--- src/include/gmm_defs.svh ---
// width, register map and encoding macros for the foreground detector
`ifndef GMM_DEFS_SVH
`define GMM_DEFS_SVH

`define GMM_CSR_ADDR_W 4
`define GMM_CSR_D_ADDR 4'd0   // threshold register
`define GMM_D_RESET 8'd9

`define GMM_SIZE_W 16         // width and height counters

`define GMM_TYPE_CTRL 4'hF
`define GMM_TYPE_VIDEO 4'h0

`define GMM_MEM_W 128         // one record per memory beat

`define GMM_SEED_W 8'd3       // weight of a freshly seeded cluster
`define GMM_SEED_STD 6'd17

`define GMM_IL_NIBBLE 4'h2    // interlace field of the size beat

`endif
--- src/rtl/gmm_pkg.sv ---
// shared types for the foreground detector
// pixel, cluster and record formats, packet and beat encodings
package gmm_pkg;

	typedef struct packed {
		logic [7:0] r;
		logic [7:0] g;
		logic [7:0] b;
	} rgb888_t;

	typedef struct packed {
		logic [5:0] rgb_std;   // colour deviation
		logic [7:0] w;         // distribution weight
		rgb888_t rgb_mean;
	} cluster_t;

	// one memory beat per pixel
	typedef struct packed {
		logic [1:0] clusters_num;
		logic [5:0] chm;       // times seen as foreground
		logic [5:0] u;
		cluster_t [2:0] cluster;
	} mem_rec_t;

	typedef struct packed {
		logic is_fg;
		rgb888_t mem_pixel;    // cluster 0 mean
		rgb888_t new_pixel;    // camera pixel
	} out_pix_t;

	typedef enum logic [1:0] {
		IDLE, CONTROL, VIDEO, DROP
	} pkt_t;

	typedef enum logic [2:0] {
		MEM_HDR, MEM_SIZE, VID_HDR, PIXEL, CTRL_FWD
	} beat_kind_t;

endpackage

--- src/rtl/gmm_fg_top.sv ---
// foreground detector stream shell
// register map, input stages, classifier, control and output framer
`include "gmm_defs.svh"

module gmm_fg_top (
	input logic clk,
	input logic rst,
	input logic cpu_cs,
	input logic cpu_write,
	input logic cpu_read,
	input logic [`GMM_CSR_ADDR_W-1:0] cpu_addr,
	input logic [31:0] cpu_writedata,
	output logic [31:0] cpu_readdata,
	input logic in_video_valid,
	input logic in_video_sop,
	input logic in_video_eop,
	input logic [23:0] in_video_data,
	output logic in_video_ready,
	input logic in_mem_valid,
	input logic in_mem_sop,
	input logic in_mem_eop,
	input logic [`GMM_MEM_W-1:0] in_mem_data,
	output logic in_mem_ready,
	input logic out_video_ready,
	output logic out_video_valid,
	output logic out_video_sop,
	output logic out_video_eop,
	output logic [48:0] out_video_data,
	input logic out_mem_ready,
	output logic out_mem_valid,
	output logic out_mem_sop,
	output logic out_mem_eop,
	output logic [`GMM_MEM_W-1:0] out_mem_data
);

	gmm_pkg::rgb888_t vs_data;
	gmm_pkg::mem_rec_t rec, cls_rec;
	gmm_pkg::out_pix_t cls_beat;
	gmm_pkg::beat_kind_t beat_kind;
	logic [`GMM_SIZE_W-1:0] width, height;
	logic [7:0] thr_d;
	logic vs_valid, vs_sop, vs_eop, vs_ready;
	logic pix_valid, pix_last, pix_ready, seed;
	logic rec_valid, rec_ready, strip_en;
	logic cls_valid, cls_last, cls_ready;
	logic beat_valid, beat_sop, beat_eop, beat_ready, frame_done;

	gmm_csr csr (.clk, .rst, .cpu_cs, .cpu_write, .cpu_read, .cpu_addr, .cpu_writedata,
		.cpu_readdata, .thr_d);

	stream_stage #(
		.payload_t(gmm_pkg::rgb888_t)
	) vid_stage (
		.clk, .rst,
		.in_valid(in_video_valid), .in_sop(in_video_sop), .in_eop(in_video_eop),
		.in_data(gmm_pkg::rgb888_t'(in_video_data)), .in_ready(in_video_ready),
		.out_valid(vs_valid), .out_sop(vs_sop), .out_eop(vs_eop),
		.out_data(vs_data), .out_ready(vs_ready)
	);

	mem_header_strip strip (.clk, .rst, .en(strip_en), .in_mem_valid, .in_mem_sop,
		.in_mem_eop, .in_mem_data, .in_mem_ready, .rec_valid, .rec, .rec_ready);

	gmm_classifier classifier (.clk, .rst, .pix_valid, .pix(vs_data), .pix_last, .seed,
		.pix_ready, .rec_valid, .rec, .rec_ready, .thr_d, .cls_valid, .cls_beat, .cls_rec,
		.cls_last, .cls_ready);

	gmm_packet_ctrl ctrl (.clk, .rst, .vid_valid(vs_valid), .vid_sop(vs_sop),
		.vid_eop(vs_eop), .vid_data(vs_data), .vid_ready(vs_ready), .pix_valid, .pix_last,
		.seed, .pix_ready, .beat_valid, .beat_kind, .beat_sop, .beat_eop, .beat_ready,
		.width, .height, .strip_en, .frame_done);

	gmm_out_framer framer (.clk, .rst, .beat_valid, .beat_kind, .beat_sop, .beat_eop,
		.vid_data(vs_data), .width, .height, .beat_ready, .cls_valid, .cls_beat, .cls_rec,
		.cls_last, .cls_ready, .frame_done, .out_video_ready, .out_video_valid,
		.out_video_sop, .out_video_eop, .out_video_data, .out_mem_ready, .out_mem_valid,
		.out_mem_sop, .out_mem_eop, .out_mem_data);

endmodule

--- src/rtl/gmm_out_framer.sv ---
// output registers for the video and memory streams
// header, size, forwarded and pixel beat formats
`include "gmm_defs.svh"

module gmm_out_framer (
	input logic clk,
	input logic rst,
	input logic beat_valid,
	input gmm_pkg::beat_kind_t beat_kind,
	input logic beat_sop,
	input logic beat_eop,
	input gmm_pkg::rgb888_t vid_data,
	input logic [`GMM_SIZE_W-1:0] width,
	input logic [`GMM_SIZE_W-1:0] height,
	output logic beat_ready,
	input logic cls_valid,
	input gmm_pkg::out_pix_t cls_beat,
	input gmm_pkg::mem_rec_t cls_rec,
	input logic cls_last,
	output logic cls_ready,
	output logic frame_done,
	input logic out_video_ready,
	output logic out_video_valid,
	output logic out_video_sop,
	output logic out_video_eop,
	output logic [$bits(gmm_pkg::out_pix_t)-1:0] out_video_data,
	input logic out_mem_ready,
	output logic out_mem_valid,
	output logic out_mem_sop,
	output logic out_mem_eop,
	output logic [`GMM_MEM_W-1:0] out_mem_data
);

	gmm_pkg::beat_kind_t ld_kind;
	gmm_pkg::out_pix_t vid_nxt;
	logic [`GMM_MEM_W-1:0] mem_nxt, size_beat;
	logic vid_free, mem_free, ld, wr_vid, wr_mem;
	logic vid_sop_nxt, vid_eop_nxt, mem_sop_nxt, mem_eop_nxt;

	function automatic logic writes_vid(input gmm_pkg::beat_kind_t kind);
		return (kind != gmm_pkg::MEM_HDR) && (kind != gmm_pkg::MEM_SIZE);
	endfunction

	function automatic logic writes_mem(input gmm_pkg::beat_kind_t kind);
		return kind != gmm_pkg::CTRL_FWD;
	endfunction

	function automatic logic kind_fits(input gmm_pkg::beat_kind_t kind, input logic vf,
		input logic mf);
		return (!writes_vid(kind) || vf) && (!writes_mem(kind) || mf);
	endfunction

	assign vid_free = ~out_video_valid | out_video_ready;
	assign mem_free = ~out_mem_valid | out_mem_ready;
	assign cls_ready = kind_fits(gmm_pkg::PIXEL, vid_free, mem_free);
	assign beat_ready = ~cls_valid & kind_fits(beat_kind, vid_free, mem_free);   // pixels first
	assign ld_kind = cls_valid ? gmm_pkg::PIXEL : beat_kind;
	assign ld = (cls_valid & cls_ready) | (beat_valid & beat_ready);
	assign wr_vid = ld & writes_vid(ld_kind);
	assign wr_mem = ld & writes_mem(ld_kind);
	assign frame_done = cls_valid & cls_ready & cls_last;

	// descriptor nibble layout, width first
	assign size_beat = {{(`GMM_MEM_W - 72){1'b0}}, 4'd0, `GMM_IL_NIBBLE,
		4'd0, height[3:0], 4'd0, height[7:4], 4'd0, height[11:8], 4'd0, height[15:12],
		4'd0, width[3:0], 4'd0, width[7:4], 4'd0, width[11:8], 4'd0, width[15:12]};

	always_comb begin
		vid_nxt = '0;
		mem_nxt = '0;
		vid_sop_nxt = 1'b0;
		vid_eop_nxt = 1'b0;
		mem_sop_nxt = 1'b0;
		mem_eop_nxt = 1'b0;
		case (ld_kind)
			gmm_pkg::MEM_HDR: begin
				mem_nxt = {{(`GMM_MEM_W - 4){1'b0}}, `GMM_TYPE_CTRL};
				mem_sop_nxt = 1'b1;
			end
			gmm_pkg::MEM_SIZE: begin
				mem_nxt = size_beat;
				mem_eop_nxt = 1'b1;
			end
			gmm_pkg::VID_HDR: begin
				vid_sop_nxt = 1'b1;
				mem_sop_nxt = 1'b1;
			end
			gmm_pkg::CTRL_FWD: begin
				vid_nxt.new_pixel = vid_data;
				vid_sop_nxt = beat_sop;
				vid_eop_nxt = beat_eop;
			end
			default: begin
				vid_nxt = cls_beat;
				mem_nxt = cls_rec;
				vid_eop_nxt = cls_last;
				mem_eop_nxt = cls_last;
			end
		endcase
	end

	always_ff @(posedge clk or posedge rst) begin
		if (rst) begin
			out_video_valid <= 1'b0;
			out_mem_valid <= 1'b0;
		end else begin
			if (wr_vid) begin
				out_video_valid <= 1'b1;
			end else if (out_video_ready) begin
				out_video_valid <= 1'b0;
			end
			if (wr_mem) begin
				out_mem_valid <= 1'b1;
			end else if (out_mem_ready) begin
				out_mem_valid <= 1'b0;
			end
		end
	end

	always_ff @(posedge clk) begin
		if (wr_vid) begin
			out_video_sop <= vid_sop_nxt;
			out_video_eop <= vid_eop_nxt;
			out_video_data <= vid_nxt;
		end
		if (wr_mem) begin
			out_mem_sop <= mem_sop_nxt;
			out_mem_eop <= mem_eop_nxt;
			out_mem_data <= mem_nxt;
		end
	end

endmodule

--- src/rtl/gmm_packet_ctrl.sv ---
// reader and writer sequencing for the video stream
// descriptor decode, pixel count, first-frame flag
`include "gmm_defs.svh"

module gmm_packet_ctrl (
	input logic clk,
	input logic rst,
	input logic vid_valid,
	input logic vid_sop,
	input logic vid_eop,
	input gmm_pkg::rgb888_t vid_data,
	output logic vid_ready,
	output logic pix_valid,
	output logic pix_last,
	output logic seed,
	input logic pix_ready,
	output logic beat_valid,
	output gmm_pkg::beat_kind_t beat_kind,
	output logic beat_sop,
	output logic beat_eop,
	input logic beat_ready,
	output logic [`GMM_SIZE_W-1:0] width,
	output logic [`GMM_SIZE_W-1:0] height,
	output logic strip_en,
	input logic frame_done
);

	gmm_pkg::pkt_t pkt_q, cur_pkt;
	gmm_pkg::beat_kind_t hdr_kind;
	logic [23:0] vid_raw;
	logic [2:0] desc_cnt;
	logic [2*`GMM_SIZE_W-1:0] frame_px, pix_cnt;
	logic first_frame;
	logic vid_take, pix_take, hdr_take;

	assign vid_raw = vid_data;
	assign frame_px = width * height;

	// a sop beat names its own packet
	always_comb begin
		cur_pkt = pkt_q;
		if (vid_sop) begin
			if (vid_raw[3:0] == `GMM_TYPE_CTRL) begin
				cur_pkt = gmm_pkg::CONTROL;
			end else if (vid_raw[3:0] == `GMM_TYPE_VIDEO) begin
				cur_pkt = gmm_pkg::VIDEO;
			end else begin
				cur_pkt = gmm_pkg::DROP;
			end
		end
	end

	always_comb begin
		vid_ready = 1'b1;   // dropped beats are simply taken
		pix_valid = 1'b0;
		beat_valid = 1'b0;
		beat_kind = gmm_pkg::CTRL_FWD;
		case (cur_pkt)
			gmm_pkg::CONTROL: begin
				beat_valid = vid_valid;
				vid_ready = beat_ready;
			end
			gmm_pkg::VIDEO: begin
				if (vid_sop) begin
					beat_valid = vid_valid;
					beat_kind = hdr_kind;
					vid_ready = beat_ready && (hdr_kind == gmm_pkg::VID_HDR);
				end else begin
					pix_valid = vid_valid;
					vid_ready = pix_ready;
				end
			end
			default: ;
		endcase
	end

	assign beat_sop = vid_sop;
	assign beat_eop = vid_eop;
	assign vid_take = vid_valid & vid_ready;
	assign pix_take = pix_valid & pix_ready;
	assign hdr_take = beat_valid & beat_ready & (cur_pkt == gmm_pkg::VIDEO);
	assign pix_last = (pix_cnt == frame_px - 1'b1);

	always_ff @(posedge clk or posedge rst) begin
		if (rst) begin
			pkt_q <= gmm_pkg::IDLE;
			hdr_kind <= gmm_pkg::MEM_HDR;
			pix_cnt <= '0;
		end else begin
			if (vid_take) begin
				pkt_q <= vid_eop ? gmm_pkg::IDLE : cur_pkt;
			end
			if (hdr_take) begin
				case (hdr_kind)
					gmm_pkg::MEM_HDR: hdr_kind <= gmm_pkg::MEM_SIZE;
					gmm_pkg::MEM_SIZE: hdr_kind <= gmm_pkg::VID_HDR;
					default: hdr_kind <= gmm_pkg::MEM_HDR;
				endcase
			end
			if (hdr_take && hdr_kind == gmm_pkg::VID_HDR) begin
				pix_cnt <= '0;
			end else if (pix_take) begin
				pix_cnt <= pix_cnt + 1'b1;
			end
		end
	end

	// size descriptor, three nibbles per beat
	always_ff @(posedge clk or posedge rst) begin
		if (rst) begin
			desc_cnt <= '0;
			width <= '0;
			height <= '0;
		end else if (vid_take && cur_pkt == gmm_pkg::CONTROL) begin
			if (vid_sop) begin
				desc_cnt <= 3'd1;
			end else begin
				if (desc_cnt < 3'd4) begin
					desc_cnt <= desc_cnt + 3'd1;
				end
				case (desc_cnt)
					3'd1: width[15:4] <= {vid_raw[3:0], vid_raw[11:8], vid_raw[19:16]};
					3'd2: begin
						width[3:0] <= vid_raw[3:0];
						height[15:8] <= {vid_raw[11:8], vid_raw[19:16]};
					end
					3'd3: height[7:0] <= {vid_raw[3:0], vid_raw[11:8]};
					default: ;
				endcase
			end
		end
	end

	always_ff @(posedge clk or posedge rst) begin
		if (rst) begin
			first_frame <= 1'b1;
		end else if (frame_done) begin
			first_frame <= 1'b0;
		end
	end

	assign seed = first_frame;
	assign strip_en = ~first_frame;

	a_pix_bound: assert property (@(posedge clk) disable iff (rst) pix_cnt <= frame_px);

endmodule

--- src/rtl/gmm_classifier.sv ---
// pixel and record join with seeding
// foreground decision against cluster 0, registered result
`include "gmm_defs.svh"

module gmm_classifier (
	input logic clk,
	input logic rst,
	input logic pix_valid,
	input gmm_pkg::rgb888_t pix,
	input logic pix_last,
	input logic seed,
	output logic pix_ready,
	input logic rec_valid,
	input gmm_pkg::mem_rec_t rec,
	output logic rec_ready,
	input logic [7:0] thr_d,
	output logic cls_valid,
	output gmm_pkg::out_pix_t cls_beat,
	output gmm_pkg::mem_rec_t cls_rec,
	output logic cls_last,
	input logic cls_ready
);

	gmm_pkg::mem_rec_t seed_rec, use_rec;
	gmm_pkg::rgb888_t mean0;
	logic slot_free, take, fg;

	function automatic logic [7:0] abs_diff(input logic [7:0] a, input logic [7:0] b);
		return (a > b) ? a - b : b - a;
	endfunction

	assign slot_free = ~cls_valid | cls_ready;
	assign pix_ready = (seed | rec_valid) & slot_free;
	assign rec_ready = ~seed & pix_valid & slot_free;   // both taken together
	assign take = pix_valid & pix_ready;

	always_comb begin
		seed_rec.clusters_num = 2'd1;
		seed_rec.chm = '0;
		seed_rec.u = '0;
		for (int i = 0; i < 3; i++) begin
			seed_rec.cluster[i].rgb_std = `GMM_SEED_STD;
			seed_rec.cluster[i].w = `GMM_SEED_W;
			seed_rec.cluster[i].rgb_mean = pix;
		end
	end

	assign use_rec = (seed || rec.clusters_num == 2'd0) ? seed_rec : rec;
	assign mean0 = use_rec.cluster[0].rgb_mean;
	assign fg = (abs_diff(pix.r, mean0.r) > thr_d) || (abs_diff(pix.g, mean0.g) > thr_d)
		|| (abs_diff(pix.b, mean0.b) > thr_d);

	always_ff @(posedge clk or posedge rst) begin
		if (rst) begin
			cls_valid <= 1'b0;
		end else if (take) begin
			cls_valid <= 1'b1;
		end else if (cls_ready) begin
			cls_valid <= 1'b0;
		end
	end

	always_ff @(posedge clk) begin
		if (take) begin
			cls_beat.is_fg <= fg;
			cls_beat.mem_pixel <= mean0;
			cls_beat.new_pixel <= pix;
			cls_rec <= use_rec;
			cls_last <= pix_last;
		end
	end

	// records arrive only once the seeding frame is over
	a_rec_join: assert property (@(posedge clk) disable iff (rst)
		seed |-> !rec_valid);

endmodule

--- src/rtl/mem_header_strip.sv ---
// memory record input
// drops control packets and the video header, forwards records
`include "gmm_defs.svh"

module mem_header_strip (
	input logic clk,
	input logic rst,
	input logic en,
	input logic in_mem_valid,
	input logic in_mem_sop,
	input logic in_mem_eop,
	input logic [`GMM_MEM_W-1:0] in_mem_data,
	output logic in_mem_ready,
	output logic rec_valid,
	output gmm_pkg::mem_rec_t rec,
	input logic rec_ready
);

	gmm_pkg::mem_rec_t stg_data;
	logic [`GMM_MEM_W-1:0] stg_raw;
	logic stg_in_ready;
	logic stg_valid, stg_sop, stg_eop;
	logic stg_ready, stg_take;
	logic in_rec;   // inside the record packet

	stream_stage #(
		.payload_t(gmm_pkg::mem_rec_t)
	) rec_stage (
		.clk(clk),
		.rst(rst),
		.in_valid(en & in_mem_valid),
		.in_sop(in_mem_sop),
		.in_eop(in_mem_eop),
		.in_data(gmm_pkg::mem_rec_t'(in_mem_data)),
		.in_ready(stg_in_ready),
		.out_valid(stg_valid),
		.out_sop(stg_sop),
		.out_eop(stg_eop),
		.out_data(stg_data),
		.out_ready(stg_ready)
	);

	assign in_mem_ready = en & stg_in_ready;
	assign stg_raw = stg_data;
	assign rec = stg_data;
	assign rec_valid = in_rec & stg_valid;
	assign stg_ready = in_rec ? rec_ready : 1'b1;   // discard outside records
	assign stg_take = stg_valid & stg_ready;

	always_ff @(posedge clk or posedge rst) begin
		if (rst) begin
			in_rec <= 1'b0;
		end else if (stg_take) begin
			if (!in_rec) begin
				in_rec <= stg_sop && !stg_eop && (stg_raw[3:0] == `GMM_TYPE_VIDEO);
			end else if (stg_eop) begin
				in_rec <= 1'b0;
			end
		end
	end

endmodule

--- src/rtl/stream_stage.sv ---
// single-beat registered stream stage with sop/eop
// payload type chosen per instance
module stream_stage #(
	parameter type payload_t = logic [7:0]
) (
	input logic clk,
	input logic rst,
	input logic in_valid,
	input logic in_sop,
	input logic in_eop,
	input payload_t in_data,
	output logic in_ready,
	output logic out_valid,
	output logic out_sop,
	output logic out_eop,
	output payload_t out_data,
	input logic out_ready
);

	assign in_ready = out_ready | ~out_valid;   // refill while draining

	always_ff @(posedge clk or posedge rst) begin
		if (rst) begin
			out_valid <= 1'b0;
		end else if (in_ready) begin
			out_valid <= in_valid;
		end
	end

	always_ff @(posedge clk) begin
		if (in_valid && in_ready) begin
			out_sop <= in_sop;
			out_eop <= in_eop;
			out_data <= in_data;
		end
	end

	// upstream keeps a stalled beat unchanged
	a_hold_stable: assert property (@(posedge clk) disable iff (rst)
		in_valid && !in_ready |=> in_valid && $stable(in_data)
			&& $stable(in_sop) && $stable(in_eop));

endmodule

--- src/rtl/gmm_csr.sv ---
// CPU register map
// holds the foreground threshold d
`include "gmm_defs.svh"

module gmm_csr (
	input logic clk,
	input logic rst,
	input logic cpu_cs,
	input logic cpu_write,
	input logic cpu_read,
	input logic [`GMM_CSR_ADDR_W-1:0] cpu_addr,
	input logic [31:0] cpu_writedata,
	output logic [31:0] cpu_readdata,
	output logic [7:0] thr_d
);

	logic sel_d;

	assign sel_d = cpu_cs && (cpu_addr == `GMM_CSR_D_ADDR);

	always_ff @(posedge clk or posedge rst) begin
		if (rst) begin
			thr_d <= `GMM_D_RESET;
		end else if (cpu_write && sel_d) begin
			thr_d <= cpu_writedata[7:0];
		end
	end

	always_comb begin
		if (cpu_read && sel_d) begin
			cpu_readdata = {24'd0, thr_d};
		end else begin
			cpu_readdata = '0;   // unmapped or idle
		end
	end

endmodule

--- config.mk ---
export PLATFORM = sky130hd
export DESIGN_NAME = gmm_fg_top
export DESIGN_NICKNAME = d
export VERILOG_FILES = /design/src/rtl/gmm_pkg.sv /design/src/rtl/gmm_fg_top.sv /design/src/rtl/gmm_out_framer.sv /design/src/rtl/gmm_packet_ctrl.sv /design/src/rtl/gmm_classifier.sv /design/src/rtl/mem_header_strip.sv /design/src/rtl/stream_stage.sv /design/src/rtl/gmm_csr.sv
export VERILOG_INCLUDE_DIRS = /design/src /design/src/include
export SDC_FILE = /design/constraint.sdc
export NUM_CORES = 1
export LEC_CHECK = 0
export BUFFER_PORTS_ARGS = -buffer_cell sky130_fd_sc_hd__buf_2
export CELL_PAD_IN_SITES_DETAIL_PLACEMENT = 1
export CELL_PAD_IN_SITES_GLOBAL_PLACEMENT = 2
export CORE_AREA = 2 2 308 310
export CTS_BUF_LIST = sky130_fd_sc_hd__clkbuf_16
export CTS_CLUSTER_DIAMETER = 40
export DETAILED_ROUTE_END_ITERATION = 10
export DIE_AREA = 0 0 310 312
export PLACE_DENSITY = 0.88
export SLEW_MARGIN = 0
export SYNTH_ARGS = -nofsm -noshare
export SYNTH_HDL_FRONTEND = slang
export SYNTH_SLANG_ARGS = --single-unit
--- constraint.sdc ---
create_clock -name clk -period 8.4 [get_ports clk]
set_input_delay 1.68 -clock clk [delete_from_list [all_inputs] [get_ports clk]]
set_output_delay 1.68 -clock clk [all_outputs]
set_load 0.1 [all_outputs]
# Yosys cells after proc, flatten, opt, wreduce, memory -nomap -nowiden
# Cells that the tools add are included.
# classes
n_shift	0
reduce_logical	44
eq_ne	16
muxes	38
add_sub_neg	9
magnitude_cmp	7
n_mul	1
bitwise_logic	30
n_div	0
# ops
op	n
one-hot mux 128 bit (3 select lines)	1
two-way mux 100 bit	1
two-way mux 32 bit	2
greater-than comparator 8 bit	6
one-hot mux 24 bit (2 select lines)	1
subtractor 8 bit	6
adder 32 x 1 -> 32 bit (second input constant)	1
equality test 32 bit	1
multiplier 16 x 16 -> 32 bit	1
two-way mux 8 bit	4
subtractor 32 x 1 -> 32 bit (second input constant)	1
AND 1 bit	16
two-way mux 1 bit	15
two-way mux 3 bit	5
logical AND 1 bit	14
equality test 3 x 2 -> 1 bit (second input constant)	4
zero test 4 bit	3
one-hot mux 1 bit (2 select lines)	5
nonzero test 2 bit	5
equality test 3 x 1 -> 1 bit (second input constant)	3
AND reduction 3 bit	3
inverter 1 bit	7
OR 1 bit	7
zero test 3 bit	2
18 further kinds	31
# word_totals
latch_bits	0
mem_bits_rw	0
inputBits	201
romBits	0
mem_count	0
register_bits	578
output_inout_bits	217

# Logic depth before layout (Yosys ltp)
# Gate-level depths: netlist of the first run.
# depth
word_depth	18
ltp_mapped	25

# By module
# A second synthesis of the first run with hierarchy kept.
# hier_totals
cells_unflattened	2856
hier_area_um2	34035.1
# by_module_without_submodules
mod	cells_each	seq_area_each_um2	area_each_um2	n_inst
gmm_packet_ctrl	1438	1803.0	12909.9	1
gmm_classifier	767	4649.5	8516.9	1
gmm_out_framer	421	5485.3	7115.6	1
stream_stage (strip.rec_stage)	135	3928.8	3961.3	1
stream_stage (vid_stage)	31	805.8	838.3	1
gmm_csr	54	202.7	604.3	1
mem_header_strip	10	25.0	88.8	1

# Least setup slack after synthesis of the first run
# Ideal clock, no wire load.
# synth_timing
path_type	input to register
start	in out_mem_ready
end	reg framer.out_mem_valid
arrival_ns	9.097
path_buffers	0
cell_stages	5
setup_time_ns	0.105
setup_slack_ns	-0.802
cell_sequence	nor2b_1 a221oi_2 nand2_1 a21oi_1 or2_2
# synth_between
elab_chain_cells	8
# synth_lines
item	line	text
from (decl)	gmm_fg_top.sv:29	input logic out_mem_ready,
OR 1 bit *	gmm_out_framer.sv:54	assign mem_free = ~out_mem_valid | out_mem_ready;
logical OR 1 bit	gmm_out_framer.sv:50	return (!writes_vid(kind) || vf) && (!writes_mem(kind) || mf);
logical AND 1 bit	gmm_out_framer.sv:50	
AND 1 bit	gmm_out_framer.sv:56	assign beat_ready = ~cls_valid & kind_fits(beat_kind, vid_free, mem_free);
AND 1 bit	gmm_out_framer.sv:58	assign ld = (cls_valid & cls_ready) | (beat_valid & beat_ready);
OR 1 bit *	gmm_out_framer.sv:58	
AND 1 bit *	gmm_out_framer.sv:60	assign wr_mem = ld & writes_mem(ld_kind);
named net framer.wr_mem	gmm_out_framer.sv:37	logic vid_free, mem_free, ld, wr_vid, wr_mem;
two-way mux 1 bit / nonzero test 2 bit (equally long branches)	n/a	
to (signal assigned)	gmm_out_framer.sv:105	out_mem_valid <= 1'b0;
to (signal assigned)	gmm_out_framer.sv:113	out_mem_valid <= 1'b1;
to (signal assigned)	gmm_out_framer.sv:115	out_mem_valid <= 1'b0;
to (decl)	gmm_out_framer.sv:28	output logic out_mem_valid,
# The timed path passes the listed nets; every way through them passes the cells marked *.
# A chain may end at the register's enable or synchronous reset.

# Final worst setup path of the first run
# layout_timing
start	reg ctrl.width[7]
end	reg classifier.cls_last (data pin)
# layout_between
elab_chain_cells	3
# layout_lines
item	line	text
from (decl)	gmm_packet_ctrl.sv:22	output logic [`GMM_SIZE_W-1:0] width,
from (signal assigned)	gmm_packet_ctrl.sv:122	3'd1: width[15:4] <= {vid_raw[3:0], vid_raw[11:8], vid_raw[19:16]};
multiplier 16 x 16 -> 32 bit	gmm_packet_ctrl.sv:37	assign frame_px = width * height;
subtractor 32 x 1 -> 32 bit	gmm_packet_ctrl.sv:82	assign pix_last = (pix_cnt == frame_px - 1'b1);
equality test 32 bit	gmm_packet_ctrl.sv:82	
named net classifier.pix_last	gmm_classifier.sv:10	input logic pix_last,
to (signal assigned)	gmm_classifier.sv:69	cls_last <= pix_last;
to (decl)	gmm_classifier.sv:20	output logic cls_last,
# The timed path passes the listed nets, and every way through them passes these cells.

==> out/results.ini, run 1 <==
[outcome]
status = completed

[sta]
hold_viol = 0
rsz0062_at_grt = no
fin_ws_ns = 1.199
finClkSkew_ns = 0.05345
fin_tns_setup_ns = 0
period_share = 0.8573
finalSetupViolCount = 0
maxSlewHeadroom = 0.2383
fin_crit_ns = 7.201
fmax_mhz = 138.9
worst_pin_slew_ns = 1.143
finalMaxSlewViolations = 0

[grt]
first_global_vias = 24896
antenna_found_initial = 26
track_usage = 0.2079
grt_first_pass_wirelength_um = 151800
grt_max_degree = 141
grt-ovfl-total = 0

[die]
die_w_um = 310
row_count = 112
core-area_mm2 = 0.09305
start_util = 0.3581
dieHeight_um = 312
pin_count = 418
dieArea_mm2 = 0.09672

[placement]
dp_hpwl_um = 71800
place_area_mm2 = 0.03632
gp_congestion = 0.8618
pre_cts_slack_ns = 1.305
port_buffers = 369

[synth]
syn_inst = 2753
synth-async-reset-ratio = 0.1490
synth-seq-cells = 577
syn_avg_cell_area_um2 = 12.10
synth_ff_type = edfxtp_1
synth-seq-area-share = 0.5071
synth_cell_type_count = 82
syn_area_mm2 = 0.03332
synth_edf_count = 491
yosysWarnings = 0

[setup_path]
crit_path_frequent_cell = fa_1
cpPeakStageDelay_ns = 0.94
reg2reg_slack_ns = 1.20
reg2reg_depth = 18
worst_setup_path_start_kind = register
critPathCaptureType = register
crit_type = register to register
crit_chain = nand2_1 > fa_1 > fa_1 > fa_1 > fa_1 > fa_1 > fa_1 > inv_1 > ha_1 > a21oi_1 > o21a_2 > a21o_1 > o2111ai_1 > a21oi_1 > xnor2_1 > nor4_1 > o2111ai_1 > nor4_2
worstPathMaxFanout = 18
crit_required_ns = 8.82
critPathArrivalTime_ns = 7.62
rr_endpoint = classifier.cls_last
reg2reg_from = ctrl.width[7]
crit_slowest_cell = dfrtp_1

[cells_and_area]
layout_common_cells = 491 x edfxtp_1, 396 x nand2_1, 369 x buf_2
n_fill_cell = 10166
regArea_mm2 = 0.01690
nets = 3691
drive_gt1_frac = 0.1922
final_common_cell = edfxtp_1
final_area_mm2 = 0.03907
area_delta_synth_final_pct = 17.23
multi_input_area_mm2 = 0.01483

[clock_tree]
cts_sinks = 577
cts_buffers = 81
cts_max_level = 3
postCtsSetupRepairBufs = 0
hold_buffers = 0
cts_tree = yes
post_cts_resized = 0
cts_root_buffer = clkbuf_16
clkSlewWorstSetupHoldPaths_ns = 0.06
clkLatencyLatePin_ns = 0.65
clock_path_buffers = 3

[route]
vias_per_cell = 5.013
highest_layer = met5
ant_nets = 0
wl_met2_um = 51970
met1_length_um = 37950
wl_met3_um = 5777
wl_per_cell_um = 22.69
drc = 0
drt_iter0_markers = 1345
drt-pass1-iter-count = 5
vias = 22204
wl_um = 100500

[hold_path]
min_path_type = register to register
min_path_cells = 1
worstHoldEndpoint = ctrl.pkt_q[0]
min_from = ctrl.pkt_q[0]

[job]
drv_cap = 0

[cell type report]
cell class / instances / area share
Inverter: 275 / 0.02646
Clock inverter: 64 / 0.01605
Multi-Input combinational cell: 1776 / 0.3795
Timing Repair Buffer: 383 / 0.05093
Tap cell: 1254 / 0.04016
Clock buffer: 83 / 0.05317
Antenna cell: 17 / 0.001089
Sequential cell: 577 / 0.4326
[flip-flops by register name, summed over array words and instances (netlist names), 24 cells and up]
signal                    count
classifier.cls_beat          49
classifier.cls_rec          104
ctrl.pix_cnt                 32
framer.out_mem_data         128
framer.out_video_data        49
strip.rec_stage.out_data    128
vid_stage.out_data           24
[cell families after synthesis]
kind of cell	after synthesis	share of synthesized area
multiplexers	71	0.02557
other	1	0.0001125
AND/OR/NAND/NOR	916	0.1364
AO/OA/AOI/OAI	280	0.05884
flip-flops	577	0.5071
XOR/XNOR	89	0.02339
adder cells (fa/ha/maj)	396	0.1967
buffers and inverters	423	0.05193
[cell usage after synthesis, drive strengths merged (3+ instances only)]
master / n / share of area
mux2: 53 / 0.020
a221oi: 3 / 0.0012
fa: 213 / 0.13
a31oi: 8 / 0.0017
dfstp: 3 / 0.0024
xnor2: 54 / 0.014
o22ai: 9 / 0.0023
nand2b: 15 / 0.0028
nand2: 400 / 0.045
a211o: 3 / 0.00079
o211ai: 6 / 0.0015
o2bb2ai: 3 / 0.00079
or2: 7 / 0.0013
a22o: 45 / 0.012
a32oi: 4 / 0.0011
nor2: 88 / 0.010
nor4: 6 / 0.0013
clkbuf: 100 / 0.011
and2: 275 / 0.052
o21bai: 4 / 0.00090
dfrtp: 83 / 0.062
a21o: 36 / 0.0081
nand3: 24 / 0.0036
buf: 48 / 0.0097
mux2i: 18 / 0.0054
a211oi: 6 / 0.0015
nand4: 30 / 0.0058
o21a: 9 / 0.0021
edfxtp: 491 / 0.44
nor3: 14 / 0.0026
xor2: 35 / 0.0092
inv: 275 / 0.031
o2111ai: 7 / 0.0020
and4: 3 / 0.00079
o21ai: 51 / 0.0079
nor2b: 15 / 0.0030
or3: 16 / 0.0030
a21oi: 69 / 0.011
and3: 17 / 0.0032
ha: 183 / 0.069
[per-layer routing]
layer | global-route usage | vias up
li1 | - | 9938
met1 | 0.2397 | 11357
met2 | 0.3658 | 677
met3 | 0.04482 | 216
met4 | 0.09772 | 16
met5 | 0 | -
[how the worst max path moves through the flow]
stage | from | end | slack (ns) | cells after the start
2_1_floorplan | out_video_ready | ctrl.pix_cnt[29] | 0.81 | 9
3_3_place_gp | ctrl.width[7] | classifier.cls_last | 1.34 | 18
3_5_place_dp | ctrl.width[7] | classifier.cls_last | 1.31 | 18
4_1_cts | ctrl.width[7] | classifier.cls_last | 1.25 | 18
5_1_grt | ctrl.width[5] | classifier.cls_last | 0.86 | 20
6_report | ctrl.width[7] | classifier.cls_last | 1.20 | 18
[critical path, delay by kind of cell, from the launching register on]
| kind | cells | cell delay, ns |
|---|---|---|
| xor+xnor | 1 | 0.12 |
| fa+ha+maj | 7 | 3.58 |
| flops | 1 | 0.94 |
| simple gates | 3 | 0.86 |
| compound gates | 6 | 1.40 |
| buf+inv | 1 | 0.05 |
[stage by stage]
step | cells | utilization | hold WS, ns
2_1_floorplan | 2776 | - | 0.4263
3_3_place_gp | 4265 | 0.3903 | 0.4851
3_5_place_dp | 4265 | 0.3903 | 0.4995
4_1_cts | 4412 | 0.4194 | 0.5107
5_1_grt | 4427 | 0.4198 | 0.5283
6_report | 4429 | 0.4198 | 0.5077
Power of run 1 is not shown: default switching activity piles up to over one toggle a cycle in this logic, so the estimate is an artifact.
==> run 2: changes to the inputs <==
- REMOVE_ABC_BUFFERS: default -> 1
==> run 2 against run 1 <==
Net effect:
- hold slack got worse by 0.0017 ns
- cell count rose by 0.45%
- maximum frequency rose by 1.2%
- die area did not move
- design area rose by 0.95%
- flip-flop and latch count did not move
- global-route usage fell by 0.75 points
- critical path depth did not move
- first-iteration DRC count rose by 10%
- count of clock-buffer cells in the layout rose by 4
- critical path type unchanged
==> out/results.ini, run 2 (synthesis gave the netlist of run 1 again) <==
[route]
ant_nets = 0
drc = 0
drt_iter0_markers = 1483
wl_per_cell_um = 21.90
vias_per_cell = 4.967
drt-pass1-iter-count = 5
vias = 22099
wl_um = 97440

[setup_path]
critPathCaptureType = register
critPathTopFamily = adder cells
crit_slowest_cell = dfrtp_1
worst_setup_path_start_kind = register
worstPathMaxFanout = 18
crit_required_ns = 8.84
cpPeakStageDelay_ns = 0.94
cp_num_buf_inv = 1
crit_path_frequent_cell = fa_1
crit_chain = nand2_1 > fa_1 > fa_1 > fa_1 > fa_1 > fa_1 > fa_1 > inv_1 > ha_1 > a21oi_1 > o21a_2 > a21o_1 > o2111ai_1 > a21oi_1 > xnor2_1 > nor4_1 > o2111ai_1 > nor4_2
crit_type = register to register
critPathArrivalTime_ns = 7.55

[grt]
antenna_found_initial = 22
first_global_vias = 24283
grt_max_degree = 131
grt-ovfl-total = 0
grt_first_pass_wirelength_um = 146800
track_usage = 0.2004

[clock_tree]
postCtsSetupRepairBufs = 0
cts_buffers = 87
cts_max_level = 3
clock_path_buffers = 3
clkLatencyLatePin_ns = 0.68
cts_sinks = 577
clkSlewWorstSetupHoldPaths_ns = 0.06
hold_buffers = 0
cts_tree = yes
post_cts_resized = 0
cts_root_buffer = clkbuf_16

[placement]
port_buffers = 369
place_area_mm2 = 0.03636
dp_cells = 4271
gp_congestion = 0.8924
dp_hpwl_um = 69850

[sta]
hold_viol = 0
period_share = 0.8471
fin_crit_ns = 7.115
finalMaxSlewViolations = 0
rsz0062_at_grt = no
fmax_mhz = 140.5
maxSlewHeadroom = 0.1694
worst_pin_slew_ns = 1.246
finClkSkew_ns = 0.06143
finalSetupViolCount = 0

[cells_and_area]
layout.cells.non_filler = 4449
layout_common_cells = 491 x edfxtp_1, 396 x nand2_1, 369 x buf_2
regArea_mm2 = 0.01690
multi_input_area_mm2 = 0.01483
nets = 3703
top_regs = framer.out_mem_data x128, strip.rec_stage.out_data x128, classifier.cls_rec x104
final_common_cell = edfxtp_1
final_area_mm2 = 0.03944
utilization = 0.4238
n_fill_cell = 10036
area_delta_synth_final_pct = 18.34
drive_gt1_frac = 0.1996

[die]
pin_count = 418
core-area_mm2 = 0.09305
dieHeight_um = 312
row_count = 112
dieArea_mm2 = 0.09672
start_util = 0.3581
die_w_um = 310

[job]
drv_cap = 0

[outcome]
status = completed

[hold_path]
min_path_type = register to register

run 2: cell types whose count changed in the layout (fill, tap and decap cells not counted), sizes merged:
| cell | previous run | this run |
|---|---|---|
| bufinv | 8 | 9 |
| clkinvlp | 4 | 12 |
| buf | 383 | 389 |
| clkbuf | 83 | 87 |
| diode | 17 | 14 |
| clkinv | 28 | 33 |
| inv | 299 | 298 |
run 2: per-layer routing:
metal / GRT usage / wire length (µm) / vias to the layer above / share of wire
met1: 0.2305 / 36990 / 11358 / 0.38
met4: 0.07620 / 2847 / 16 / 0.029
met3: 0.04984 / 6089 / 164 / 0.062
li1: - / - / 9972 / -
met5: 0 / 108 / - / 0.0011
met2: 0.3564 / 51400 / 589 / 0.53
run 2: final cells by class:
cell class / instances / share of cell area
clock buffers: 87 / 0.05520
inverters: 275 / 0.02621
repair buffers: 389 / 0.05127
flip-flops and latches: 577 / 0.4285
multi-input cells: 1776 / 0.3761
diodes: 14 / 0.0008883
well taps: 1254 / 0.03978
clock inverters: 77 / 0.02199
run 2: per-stage QoR:
step,setup TNS (ns),setup WS [ns],hold WS (ns)
after CTS,0,1.233,0.5078
after floorplan,-92.56,-0.8029,0.4265
after global routing,0,0.9011,0.5221
final,0,1.285,0.5060
after global placement,0,1.359,0.4848
after detailed placement,0,1.311,0.4940
run 2: path summary, 6_finish.rpt:
check	end	cells past startpoint	from	slack, ns
setup / recovery	classifier.cls_last	18	ctrl.width[11]	1.28
hold / removal	classifier.cls_rec[112]	1	strip.rec_stage.out_data[112]	0.51
setup reg to reg	classifier.cls_last	18	ctrl.width[11]	1.28
hold reg to reg	classifier.cls_rec[112]	1	strip.rec_stage.out_data[112]	0.51
max in group asynchronous	ctrl.width[12]	3	rst	6.09
min in group asynchronous	framer.out_mem_valid	2	rst	1.14
Power of run 2 is left out for the same reason.
